<file path="src/cpu_pkg.sv">
//////////////////////////////////////////////////
// Shared types and constants for the RV32I core
// Import with cpu_pkg::* in each module header
//////////////////////////////////////////////////

package cpu_pkg;

    // Word and field widths
    typedef logic [31:0] xlen_t;
    typedef logic [31:0] addr_t;
    typedef logic [31:0] instr_t;
    typedef logic [4:0] reg_addr_t;

    localparam addr_t RESET_PC = 32'h0000_0000;
    localparam int NUM_REGS = 32;

    //////////////////////////////////////////////////
    // Major opcodes
    localparam logic [6:0] OPCODE_OP = 7'b0110011;
    localparam logic [6:0] OPCODE_OP_IMM = 7'b0010011;
    localparam logic [6:0] OPCODE_LUI = 7'b0110111;
    localparam logic [6:0] OPCODE_BRANCH = 7'b1100011;

    //////////////////////////////////////////////////
    // Decoded operations

    // PASS_B forwards the U immediate for LUI
    typedef enum logic [3:0] {
        ADD,
        SUB,
        AND,
        OR,
        XOR,
        SLT,
        SLTU,
        SLL,
        SRL,
        SRA,
        PASS_B
    } alu_op_t;

    typedef enum logic {
        BEQ,
        BNE
    } branch_op_t;

    // Fetch request, wait for data, hold in buffer
    typedef enum logic [1:0] {
        IDLE,
        WAIT,
        HOLD
    } fetch_state_t;

endpackage

</file>
<file path="src/unit_issue_if.sv">
//////////////////////////////////////////////////
// Issue port from decode to one execution unit
// Units are always ready, valid pulses once per op
//////////////////////////////////////////////////

`timescale 1ns/1ps

interface unit_issue_if import cpu_pkg::*; ();
    logic valid;
    alu_op_t alu_fn;
    branch_op_t br_fn;
    xlen_t rs1_data;
    xlen_t rs2_data;
    xlen_t imm;
    addr_t pc;
    reg_addr_t rd;

    modport issue (output valid, alu_fn, br_fn, rs1_data, rs2_data, imm, pc, rd);
    modport unit (input valid, alu_fn, br_fn, rs1_data, rs2_data, imm, pc, rd);
endinterface

</file>
<file path="src/fetch.sv">
//////////////////////////////////////////////////
// Instruction fetch with a one-entry buffer
// Local memory answers one cycle after instr_en
//////////////////////////////////////////////////

`timescale 1ns/1ps

module fetch import cpu_pkg::*; (
    input logic clk,
    input logic reset,
    input logic redirect,
    input addr_t redirect_pc,
    input logic take,
    output logic instr_en,
    output addr_t instr_addr,
    input instr_t instr_data,
    output logic buf_valid,
    output instr_t buf_instr,
    output addr_t buf_pc
);

    fetch_state_t state;
    addr_t pc;
    addr_t pc_seq;

    // pc always holds the address of the word in flight or in the buffer
    assign pc_seq = pc + 32'd4;

    // Next request goes out as soon as decode takes the buffered word
    assign instr_en = !reset && !redirect &&
                      ((state == IDLE) || (state == HOLD && take));
    assign instr_addr = (state == HOLD) ? pc_seq : pc;

    assign buf_valid = (state == HOLD);
    assign buf_pc = pc;

    always_ff @(posedge clk) begin
        if (reset) begin
            state <= IDLE;
            pc <= RESET_PC;
        end else if (redirect) begin
            // Drop whatever is buffered or outstanding
            state <= IDLE;
            pc <= redirect_pc;
        end else begin
            case (state)
                IDLE: state <= WAIT;
                WAIT: state <= HOLD;
                HOLD: begin
                    if (take) begin
                        pc <= pc_seq;
                        state <= WAIT;
                    end
                end
                default: state <= IDLE;
            endcase
        end
    end

    // Capture returned word
    always_ff @(posedge clk) begin
        if (state == WAIT)
            buf_instr <= instr_data;
    end

endmodule

</file>
<file path="src/decode_and_issue.sv">
//////////////////////////////////////////////////
// Decode, scoreboard check and single issue
// Sends each op to the ALU or the branch unit
//////////////////////////////////////////////////

`timescale 1ns/1ps

module decode_and_issue import cpu_pkg::*; (
    input logic clk,
    input logic reset,
    input logic buf_valid,
    input instr_t buf_instr,
    input addr_t buf_pc,
    output logic take,
    input logic redirect,
    output reg_addr_t rs1_addr,
    output reg_addr_t rs2_addr,
    input xlen_t rs1_data,
    input xlen_t rs2_data,
    input logic rs1_busy,
    input logic rs2_busy,
    output logic set_pending,
    output reg_addr_t set_rd,
    unit_issue_if.issue alu_issue,
    unit_issue_if.issue br_issue
);

    logic [6:0] opcode;
    logic [2:0] funct3;
    logic [6:0] funct7;
    reg_addr_t rd;
    xlen_t imm_i;
    xlen_t imm_u;
    xlen_t imm_b;

    logic is_alu;
    logic is_branch;
    logic op_b_imm;
    alu_op_t alu_fn;
    branch_op_t br_fn;
    xlen_t imm;
    logic uses_rs1;
    logic uses_rs2;
    logic hazard;
    logic branch_wait;
    logic issue_alu;
    logic issue_br;

    //////////////////////////////////////////////////
    // Field extraction
    assign opcode = buf_instr[6:0];
    assign funct3 = buf_instr[14:12];
    assign funct7 = buf_instr[31:25];
    assign rd = buf_instr[11:7];
    assign rs1_addr = buf_instr[19:15];
    assign rs2_addr = buf_instr[24:20];

    assign imm_i = {{20{buf_instr[31]}}, buf_instr[31:20]};
    assign imm_u = {buf_instr[31:12], 12'b0};
    assign imm_b = {{19{buf_instr[31]}}, buf_instr[31], buf_instr[7],
                    buf_instr[30:25], buf_instr[11:8], 1'b0};

    // Anything not matched here stays a no-op
    always_comb begin
        is_alu = 1'b0;
        is_branch = 1'b0;
        op_b_imm = 1'b0;
        alu_fn = ADD;
        br_fn = BEQ;
        imm = '0;
        case (opcode)
            OPCODE_LUI: begin
                is_alu = 1'b1;
                alu_fn = PASS_B;
                imm = imm_u;
            end
            OPCODE_OP_IMM: begin
                imm = imm_i;
                op_b_imm = 1'b1;
                is_alu = 1'b1;
                case (funct3)
                    3'b000: alu_fn = ADD;
                    3'b010: alu_fn = SLT;
                    3'b011: alu_fn = SLTU;
                    3'b100: alu_fn = XOR;
                    3'b110: alu_fn = OR;
                    3'b111: alu_fn = AND;
                    3'b001: begin
                        alu_fn = SLL;
                        is_alu = (funct7 == 7'h00);
                    end
                    default: begin
                        alu_fn = funct7[5] ? SRA : SRL;
                        is_alu = (funct7 == 7'h00) || (funct7 == 7'h20);
                    end
                endcase
            end
            OPCODE_OP: begin
                is_alu = 1'b1;
                case ({funct7, funct3})
                    {7'h00, 3'b000}: alu_fn = ADD;
                    {7'h20, 3'b000}: alu_fn = SUB;
                    {7'h00, 3'b001}: alu_fn = SLL;
                    {7'h00, 3'b010}: alu_fn = SLT;
                    {7'h00, 3'b011}: alu_fn = SLTU;
                    {7'h00, 3'b100}: alu_fn = XOR;
                    {7'h00, 3'b101}: alu_fn = SRL;
                    {7'h20, 3'b101}: alu_fn = SRA;
                    {7'h00, 3'b110}: alu_fn = OR;
                    {7'h00, 3'b111}: alu_fn = AND;
                    default: is_alu = 1'b0;
                endcase
            end
            OPCODE_BRANCH: begin
                imm = imm_b;
                is_branch = (funct3 == 3'b000) || (funct3 == 3'b001);
                br_fn = funct3[0] ? BNE : BEQ;
            end
            default: ;
        endcase
    end

    //////////////////////////////////////////////////
    // Scoreboard stall and issue
    assign uses_rs1 = is_branch || (is_alu && opcode != OPCODE_LUI);
    assign uses_rs2 = is_branch || (is_alu && opcode == OPCODE_OP);
    assign hazard = (uses_rs1 && rs1_busy) || (uses_rs2 && rs2_busy);

    // Redirect means the buffered word is on the wrong path
    assign take = buf_valid && !branch_wait && !redirect && !hazard;
    assign issue_alu = take && is_alu;
    assign issue_br = take && is_branch;

    assign set_pending = issue_alu && (rd != '0);
    assign set_rd = rd;

    // Hold off one cycle until the branch outcome is known
    always_ff @(posedge clk) begin
        if (reset)
            branch_wait <= 1'b0;
        else
            branch_wait <= issue_br;
    end

    assign alu_issue.valid = issue_alu;
    assign alu_issue.alu_fn = alu_fn;
    assign alu_issue.br_fn = br_fn;
    assign alu_issue.rs1_data = rs1_data;
    // I-type immediate replaces rs2
    assign alu_issue.rs2_data = op_b_imm ? imm : rs2_data;
    assign alu_issue.imm = imm;
    assign alu_issue.pc = buf_pc;
    assign alu_issue.rd = rd;

    assign br_issue.valid = issue_br;
    assign br_issue.alu_fn = alu_fn;
    assign br_issue.br_fn = br_fn;
    assign br_issue.rs1_data = rs1_data;
    assign br_issue.rs2_data = rs2_data;
    assign br_issue.imm = imm;
    assign br_issue.pc = buf_pc;
    assign br_issue.rd = rd;

endmodule

</file>
<file path="src/register_file.sv">
//////////////////////////////////////////////////
// Integer registers with a pending-write scoreboard
// Also produces the registered retire report
//////////////////////////////////////////////////

`timescale 1ns/1ps

module register_file import cpu_pkg::*; (
    input logic clk,
    input logic reset,
    input reg_addr_t rs1_addr,
    input reg_addr_t rs2_addr,
    output xlen_t rs1_data,
    output xlen_t rs2_data,
    output logic rs1_busy,
    output logic rs2_busy,
    input logic set_pending,
    input reg_addr_t set_rd,
    input logic wb_valid,
    input reg_addr_t wb_rd,
    input xlen_t wb_data,
    output logic retire_valid,
    output reg_addr_t retire_rd,
    output xlen_t retire_data
);

    xlen_t regs [1:NUM_REGS-1];
    logic [NUM_REGS-1:0] pending;
    logic [NUM_REGS-1:0] set_mask;
    logic [NUM_REGS-1:0] clear_mask;
    logic wb_write;

    // x0 reads zero and is never pending
    assign rs1_data = (rs1_addr == '0) ? '0 : regs[rs1_addr];
    assign rs2_data = (rs2_addr == '0) ? '0 : regs[rs2_addr];
    assign rs1_busy = pending[rs1_addr];
    assign rs2_busy = pending[rs2_addr];

    assign wb_write = wb_valid && (wb_rd != '0);

    always_comb begin
        set_mask = '0;
        clear_mask = '0;
        if (set_pending)
            set_mask[set_rd] = 1'b1;
        if (wb_valid)
            clear_mask[wb_rd] = 1'b1;
    end

    // A new issue to the same register wins over the clearing writeback
    always_ff @(posedge clk) begin
        if (reset)
            pending <= '0;
        else
            pending <= (pending & ~clear_mask) | set_mask;
    end

    always_ff @(posedge clk) begin
        if (wb_write)
            regs[wb_rd] <= wb_data;
    end

    //////////////////////////////////////////////////
    // Retire report
    always_ff @(posedge clk) begin
        if (reset)
            retire_valid <= 1'b0;
        else
            retire_valid <= wb_write;
    end

    always_ff @(posedge clk) begin
        retire_rd <= wb_rd;
        retire_data <= wb_data;
    end

endmodule

</file>
<file path="src/alu_unit.sv">
//////////////////////////////////////////////////
// Single-cycle integer ALU
// Result is registered and handed to writeback
//////////////////////////////////////////////////

`timescale 1ns/1ps

module alu_unit import cpu_pkg::*; (
    input logic clk,
    input logic reset,
    unit_issue_if.unit issue,
    output logic wb_valid,
    output reg_addr_t wb_rd,
    output xlen_t wb_data
);

    xlen_t op_a;
    xlen_t op_b;
    xlen_t result;
    logic [4:0] shamt;

    assign op_a = issue.rs1_data;
    // LUI takes the U immediate directly
    assign op_b = (issue.alu_fn == PASS_B) ? issue.imm : issue.rs2_data;
    assign shamt = op_b[4:0];

    always_comb begin
        case (issue.alu_fn)
            ADD: result = op_a + op_b;
            SUB: result = op_a - op_b;
            AND: result = op_a & op_b;
            OR: result = op_a | op_b;
            XOR: result = op_a ^ op_b;
            SLT: result = xlen_t'($signed(op_a) < $signed(op_b));
            SLTU: result = xlen_t'(op_a < op_b);
            SLL: result = op_a << shamt;
            SRL: result = op_a >> shamt;
            SRA: result = xlen_t'($signed(op_a) >>> shamt);
            default: result = op_b;
        endcase
    end

    always_ff @(posedge clk) begin
        if (reset)
            wb_valid <= 1'b0;
        else
            wb_valid <= issue.valid;
    end

    always_ff @(posedge clk) begin
        wb_rd <= issue.rd;
        wb_data <= result;
    end

endmodule

</file>
<file path="src/branch_unit.sv">
//////////////////////////////////////////////////
// BEQ and BNE resolution
// Taken branches redirect fetch one cycle later
//////////////////////////////////////////////////

`timescale 1ns/1ps

module branch_unit import cpu_pkg::*; (
    input logic clk,
    input logic reset,
    unit_issue_if.unit issue,
    output logic redirect,
    output addr_t redirect_pc
);

    logic equal;
    logic taken;
    addr_t target;

    assign equal = (issue.rs1_data == issue.rs2_data);
    assign taken = (issue.br_fn == BEQ) ? equal : !equal;
    assign target = issue.pc + issue.imm;

    always_ff @(posedge clk) begin
        if (reset)
            redirect <= 1'b0;
        else
            redirect <= issue.valid && taken;
    end

    always_ff @(posedge clk) begin
        redirect_pc <= target;
    end

endmodule

</file>
<file path="src/cpu_core.sv">
//////////////////////////////////////////////////
// In-order RV32I integer core, top level
// Instruction memory port and retire report only
//////////////////////////////////////////////////

`timescale 1ns/1ps

module cpu_core import cpu_pkg::*; (
    input logic clk,
    input logic reset,
    output logic instr_en,
    output addr_t instr_addr,
    input instr_t instr_data,
    output logic retire_valid,
    output reg_addr_t retire_rd,
    output xlen_t retire_data
);

    //////////////////////////////////////////////////
    // Connecting signals
    logic buf_valid;
    instr_t buf_instr;
    addr_t buf_pc;
    logic take;

    logic redirect;
    addr_t redirect_pc;

    reg_addr_t rs1_addr;
    reg_addr_t rs2_addr;
    xlen_t rs1_data;
    xlen_t rs2_data;
    logic rs1_busy;
    logic rs2_busy;
    logic set_pending;
    reg_addr_t set_rd;

    logic wb_valid;
    reg_addr_t wb_rd;
    xlen_t wb_data;

    unit_issue_if alu_issue ();
    unit_issue_if br_issue ();

    //////////////////////////////////////////////////
    // Front end
    fetch fetch_block (
        .clk (clk),
        .reset (reset),
        .redirect (redirect),
        .redirect_pc (redirect_pc),
        .take (take),
        .instr_en (instr_en),
        .instr_addr (instr_addr),
        .instr_data (instr_data),
        .buf_valid (buf_valid),
        .buf_instr (buf_instr),
        .buf_pc (buf_pc)
    );

    decode_and_issue decode_and_issue_block (
        .clk (clk),
        .reset (reset),
        .buf_valid (buf_valid),
        .buf_instr (buf_instr),
        .buf_pc (buf_pc),
        .take (take),
        .redirect (redirect),
        .rs1_addr (rs1_addr),
        .rs2_addr (rs2_addr),
        .rs1_data (rs1_data),
        .rs2_data (rs2_data),
        .rs1_busy (rs1_busy),
        .rs2_busy (rs2_busy),
        .set_pending (set_pending),
        .set_rd (set_rd),
        .alu_issue (alu_issue),
        .br_issue (br_issue)
    );

    register_file register_file_block (
        .clk (clk),
        .reset (reset),
        .rs1_addr (rs1_addr),
        .rs2_addr (rs2_addr),
        .rs1_data (rs1_data),
        .rs2_data (rs2_data),
        .rs1_busy (rs1_busy),
        .rs2_busy (rs2_busy),
        .set_pending (set_pending),
        .set_rd (set_rd),
        .wb_valid (wb_valid),
        .wb_rd (wb_rd),
        .wb_data (wb_data),
        .retire_valid (retire_valid),
        .retire_rd (retire_rd),
        .retire_data (retire_data)
    );

    //////////////////////////////////////////////////
    // Execution units
    alu_unit alu_unit_block (
        .clk (clk),
        .reset (reset),
        .issue (alu_issue),
        .wb_valid (wb_valid),
        .wb_rd (wb_rd),
        .wb_data (wb_data)
    );

    branch_unit branch_unit_block (
        .clk (clk),
        .reset (reset),
        .issue (br_issue),
        .redirect (redirect),
        .redirect_pc (redirect_pc)
    );

endmodule

</file>
<file path="config.mk">
export PLATFORM = sky130hd
export DESIGN_NAME = cpu_core
export DESIGN_NICKNAME = d
export VERILOG_FILES = /design/src/cpu_pkg.sv /design/src/unit_issue_if.sv /design/src/fetch.sv /design/src/decode_and_issue.sv /design/src/register_file.sv /design/src/alu_unit.sv /design/src/branch_unit.sv /design/src/cpu_core.sv
export SDC_FILE = /design/constraint.sdc
export NUM_CORES = 2
export LEC_CHECK = 0
export ABC_CLOCK_PERIOD_IN_PS = 16700
export BUFFER_PORTS_ARGS = -buffer_cell sky130_fd_sc_hd__buf_4
export CORE_AREA = 2 2 368 370
export CTS_CLUSTER_SIZE = 8
export DETAILED_ROUTE_END_ITERATION = 8
export DIE_AREA = 0 0 370 372
export MAX_ROUTING_LAYER = met4
export PLACE_DENSITY_LB_ADDON = 0.3
export SYNTH_ARGS = -nofsm -noshare
export SYNTH_HDL_FRONTEND = slang
export SYNTH_SLANG_ARGS = --single-unit
</file>
<file path="constraint.sdc">
create_clock -name clk -period 16.7 [get_ports clk]
set_input_delay 0.835 -clock clk [delete_from_list [all_inputs] [get_ports clk]]
set_output_delay 0.835 -clock clk [all_outputs]
set_load 0.1 [all_outputs]
</file>
# Word level (Yosys, flattened, before mapping)
# Memory sizes are Yosys's and may differ from the RTL's. A register that Yosys moved wholly into a read port is not among the register bits.
# Index checks and enable logic that the tools add are counted.
[word_totals]
reg_bits = 208
latchBits = 0
mem_bits_rw = 992
mem_bits_ro = 0
inputBits = 34
out_inout_bits = 71
word_cells = 151
mem_count = 1
[op_classes]
n_addsub = 4
mul = 0
n_div = 0
magnitude_cmp = 8
n_eq_ne = 35
n_shift = 3
muxes = 38
bitwise_logic = 6
reduce_logical = 43
[memory_table]
columns = ["name", "depth", "width", "rd", "rd_clocked_by_memory_dff", "write_ports", "line_no", "text"]
rows = [
  ["register_file_block.regs", 31, 32, 2, 2, 1, "register_file.sv:27", "xlen_t regs [1:NUM_REGS-1];"],
]
[ops]
columns = ["cell", "n"]
rows = [
  ["two-way mux 32 bit", 10],
  ["one-hot mux 32 bit (10 select lines)", 1],
  ["one-hot mux 32 bit (3 select lines)", 1],
  ["adder 32 bit", 2],
  ["AND 32 bit", 2],
  ["< comparator 32 bit", 2],
  ["bitwise OR 32 bit", 2],
  ["equality test 10 x 3 -> 1 bit (second input constant)", 4],
  ["one-hot mux 4 bit (9 select lines)", 1],
  ["adder 32 x 3 -> 32 bit (second input constant)", 1],
  ["equality test 32 bit", 1],
  ["inverter 32 bit", 1],
  ["left shift 32 x 5 -> 32 bit", 1],
  [">> shifter 32 x 5 -> 32 bit", 1],
  [">>> shifter 32 x 5 -> 32 bit", 1],
  ["subtractor 32 bit", 1],
  ["XOR 32 bit", 1],
  ["one-hot mux 4 bit (7 select lines)", 1],
  ["< comparator 5 x 6 -> 1 bit (second input constant)", 4],
  ["equality test 7 x 6 -> 1 bit (second input constant)", 3],
  ["equality test 10 x 2 -> 1 bit (second input constant)", 2],
  ["equality test 10 x 9 -> 1 bit (second input constant)", 2],
  ["logical AND 1 bit", 17],
  ["equality test 4 x 3 -> 1 bit (second input constant)", 4],
  ["other kinds (37)", 71],
]

# Longest topological paths before layout
[depth]
word_depth = 14
depth_mapped = 27
ltp_nobuf = 20

# Modules after synthesis
# Synthesis repeated with hierarchy kept, for this count alone.
[hier_totals]
hier_cells = 5932
hier_area_um2 = 68588.3
[by_module_without_submodules]
columns = ["mod", "n_inst", "cells_per_inst", "area_each_um2", "seq_area_each_um2"]
rows = [
  ["register_file", 1, 3341, 49214.7, 31189.9],
  ["alu_unit", 1, 1516, 10313.6, 760.7],
  ["fetch", 1, 376, 3574.7, 1641.6],
  ["branch_unit", 1, 311, 2747.6, 660.6],
  ["decode_and_issue", 1, 388, 2737.6, 20.0],
]

# Worst setup path before layout
# No wires, ideal clock.
[synth_timing]
path_kind = "reg-to-reg"
startpoint = "register (tool-made name)"
endpoint = "register alu_unit_block.wb_data[30]"
setup_ns = 0.133
arrival_ns = 5.926
required_ns = 16.567
path_slack_ns = 10.641
stages_incl_launch_ff = 25
n_path_buf = 7
period_less_slack_ns = 6.059
cell_sequence = "dfxtp_1 buf_6 buf_12 buf_12 buf_12 buf_6 buf_2 mux4_2 mux4_2 a22oi_1 nor2_1 a21o_1 ha_1 clkbuf_1 or3_1 nor4_1 a211o_1 o21ai_1 a2111o_1 a221o_1 o31a_1 nor2_1 mux2_2 a221oi_1 a22oi_1"
[synth_lines]
columns = ["item", "line_no", "text"]
rows = [
  ["end signal: assignment", "alu_unit.sv:52", "wb_data <= result;"],
  ["end: declaration", "alu_unit.sv:14", "output xlen_t wb_data"],
]

==> flow_metrics.py <==
metrics = {
    "outcome": {
        "outcome": "finished, final reports clean",
    },
    "global_routing": {
        "grt_use_met1": 0.464,
        "grt_pass1_vias": 47000,
        "grt_pass1_wl_microns": 349000,
        "use_met3": 0.0992,
        "track_usage": 0.370,
        "grt_most_used_layer": "met2",
        "antenna_found_initial": 12,
        "use_met2": 0.540,
        "globalRouteOverflowTotal": 0,
        "grt_max_degree": 116,
    },
    "min_path": {
        "min_delay_path_depth": 1,
        "hold_class": "input port to register",
    },
    "detailed_routing": {
        "viasPerCell": 7.10,
        "drc_errors": 0,
        "avgRoutedWirePerCell_microns": 36.0,
        "vias": 49100,
        "dr.first_iter.drc_count": 7361,
        "first_pass_iters": 8,
        "wirelength_microns": 249000,
        "antenna_left": 0,
    },
    "critical_path": {
        "slowest_delay_ns": 0.90,
        "arrival_ns": 9.64,
        "crit_type": "register to register",
        "path_cells": "buf_12, buf_4, buf_4, mux4_2, mux4_2, a22oi_1, nor2_1, a21oi_1, or2_2, ha_1, inv_1, nor3_1, a221oi_1, nor4_1, o31ai_1, o21ai_0, o311ai_0, mux2i_1, nand4_1, o22a_1",
        "cp_data_required_time_ns": 17.39,
        "critPathMaxFanout": 97,
        "cp-end-kind": "register",
        "cp-start-kind": "register",
        "worstRegToRegCells": 20,
        "slowest_stage": "o31ai_1",
    },
    "yosys": {
        "synth_edf_count": 1024,
        "synth_top_area_frac": 0.463,
        "ys_seq_area_frac": 0.519,
        "ys_warn_count": 0,
        "async_flop_share": 0,
        "synthTopCellsByArea": "edfxtp_1 (46%), mux4_2 (15%), dfxtp_1 (5.6%)",
        "synthCells": 4934,
        "syn_nets": 5104,
        "synth-seq-cells": 1210,
        "synth_area_sq_um": 66400,
        "yosys_most_used_dff": "edfxtp_1",
        "yosysTopAreaCell": "edfxtp_1",
        "syn_area_per_cell_sq_um": 13.5,
        "synth.distinct_cells": 115,
    },
    "flow_run": {
        "drv_cap": 0,
    },
    "final_layout": {
        "layout_common_cells": "edfxtp_1 (1024), mux4_2 (445), nor2_1 (332), nand2_1 (307), buf_4 (259)",
        "syn2layout_area_growth_pct": 11.4,
        "final_nets": 5181,
        "drive_gt1_frac": 0.207,
        "final_common_cell": "edfxtp_1",
    },
    "sta": {
        "fin_skew_ns": 0.0721,
        "rsz0062_at_grt": "false",
        "finalSetupViolations": 0,
        "maxSlewHeadroom": 0.0739,
        "hold_viol_final": 0,
        "fmax_mhz": 112,
        "worst_pin_slew_ns": 1.39,
        "maxSlewViolCount": 0,
        "fin_tns_setup_ns": 0,
        "fin_crit_sh": 0.536,
        "post-route-min-period_ns": 8.95,
    },
    "clocking": {
        "ctsHoldBuffers": 0,
        "clock_latency_ns": 0.83,
        "clock-sinks": 1210,
        "root_buffer": "clkbuf_16",
        "post_cts_buffers": 0,
        "cts_buffer_depth": 3,
        "cts_resized": 0,
        "cts_buffers": 171,
        "clk_pin_slew_ns": 0.06,
        "htree_levels": 4,
        "tritoncts": "done",
    },
    "power": {
        "powerDensity_nw_per_um2": 167,
        "pwr-share-comb": 0.400,
        "peakVddDrop_mv": 0.141,
        "internal_power_mw": 7.26,
        "p_seq_frac": 0.332,
        "netSwitchingFraction": 0.411,
        "pwr-share-clk": 0.268,
        "p_sw_mw": 5.06,
        "finalPower_mw": 12.3,
        "leakage_nw": 25.8,
    },
    "place": {
        "hpwlAfterDp_microns": 159000,
        "io_buffers": 104,
        "place_congestion": 1.10,
    },
    "floorplan": {
        "core_area_sq_um": 134000,
        "initial_utilization": 0.494,
        "die_y_microns": 372,
        "die_x_microns": 370,
        "num_rows": 135,
        "ios": 105,
        "fp.dieArea_sq_um": 138000,
    },
}
==> worst max-delay path: cells and delay by family, from the launching register on <==
family                     cells  cell delay [ns]
and+or+nand+nor                5             0.69
AOI/OAI and AO/OA              7             3.32
muxes                          3             1.33
adders and majority gates      1             0.34
buffers and inverters          4             2.28
DFF                            1             0.65
==> through the flow <==
step / setup WS [ns] / util / hold WS (ns) / instances / cell area (sq um)
after floorplan: 10.64 / - / 0.343 / 4934 / 66400
after detailed placement: 7.91 / 0.513 / 0.418 / 6619 / 68800
after CTS: 7.85 / 0.550 / 0.157 / 6908 / 73900
after global routing: 7.17 / 0.550 / 0.170 / 6912 / 73900
after global placement: 7.94 / 0.513 / 0.405 / 6619 / 68800
final: 7.75 / 0.551 / 0.203 / 6916 / 73900
==> layout make-up <==
| type | instances | area (sq um) |
|---|---|---|
| clock inverter | 20 | 395 |
| tap | 1781 | 2230 |
| fill | 10800 | 60400 |
| sequential | 1210 | 34500 |
| timing repair buffer | 261 | 1980 |
| multi-input combinational | 3230 | 29600 |
| clock buffer | 269 | 4670 |
| inverter | 137 | 517 |
| antenna | 8 | 20.0 |
==> synthesized netlist by cell type (all sizes together) (13+ instances only) <==
cell and instances:
nor4 22, nor2 368, o31ai 22, mux2i 226
inv 136, or2 14, a22oi 94, xor2 35
nand2 308, nand4 23, nor3 81, nand3b 19
o221ai 17, nor3b 26, o22ai 55, nand2b 37
dfxtp 186, ha 133, a22o 18, mux2 26
a31oi 37, and2 35, nand3 83, buf 184
a221oi 58, a21o 46, a211o 26, a211oi 52
edfxtp 1024, o21ai 222, and3 40, o211ai 52
xnor2 71, nor2b 28, a2bb2oi 13, or3 18
o21a 24, a21oi 241, clkbuf 173, mux4 479
==> cell families (layout without fill, tap and decap cells) <==
logic type,Yosys count,after routing,synth area share
DFF,1210,1210,0.519
muxes,731,731,0.203
adders and majority gates,136,136,0.0260
and+or+nand+nor,1135,1135,0.0830
AOI/OAI and AO/OA,1122,1122,0.116
xor gates and xnor gates,106,106,0.0140
other,0,8,0
buffers and inverters,494,687,0.0390
==> sequential cells by signal, summed over array words and instances (netlist names), 32 cells and up, named ones only <==
signal                           count
register_file_block.regs           992
alu_unit_block.wb_data              32
branch_unit_block.redirect_pc       32
fetch_block.buf_instr               32
fetch_block.buf_pc                  32
register_file_block.pending         32
register_file_block.retire_data     32
==> power groups by stage <==
stage,sequential [mW],combinational [mW],clock [mW]
2_1_floorplan,4.34,2.83,0
3_3_place_gp,4.14,4.75,0
3_5_place_dp,4.15,4.73,0
4_1_cts,4.09,4.76,3.33
5_1_grt,4.12,5.11,3.45
6_report,4.09,4.93,3.30
==> per-layer routing <==
metal | up-vias | share of wire
met2 | 3628 | 0.44
met5 | - | 0
met4 | 0 | 0.069
met3 | 822 | 0.12
li1 | 19900 | -
met1 | 24800 | 0.37
==> path summary, 6_finish.rpt <==
check / endpoint / from / slack [ns]
max: alu_unit_block.wb_data[31] / register / 7.75
min: fetch_block.buf_instr[25] / instr_data[25] / 0.20
max reg2reg: alu_unit_block.wb_data[31] / register / 7.75
min reg2reg: register_file_block.retire_rd[0] / alu_unit_block.wb_rd[0] / 0.43
(Power assumes the default switching activity.)
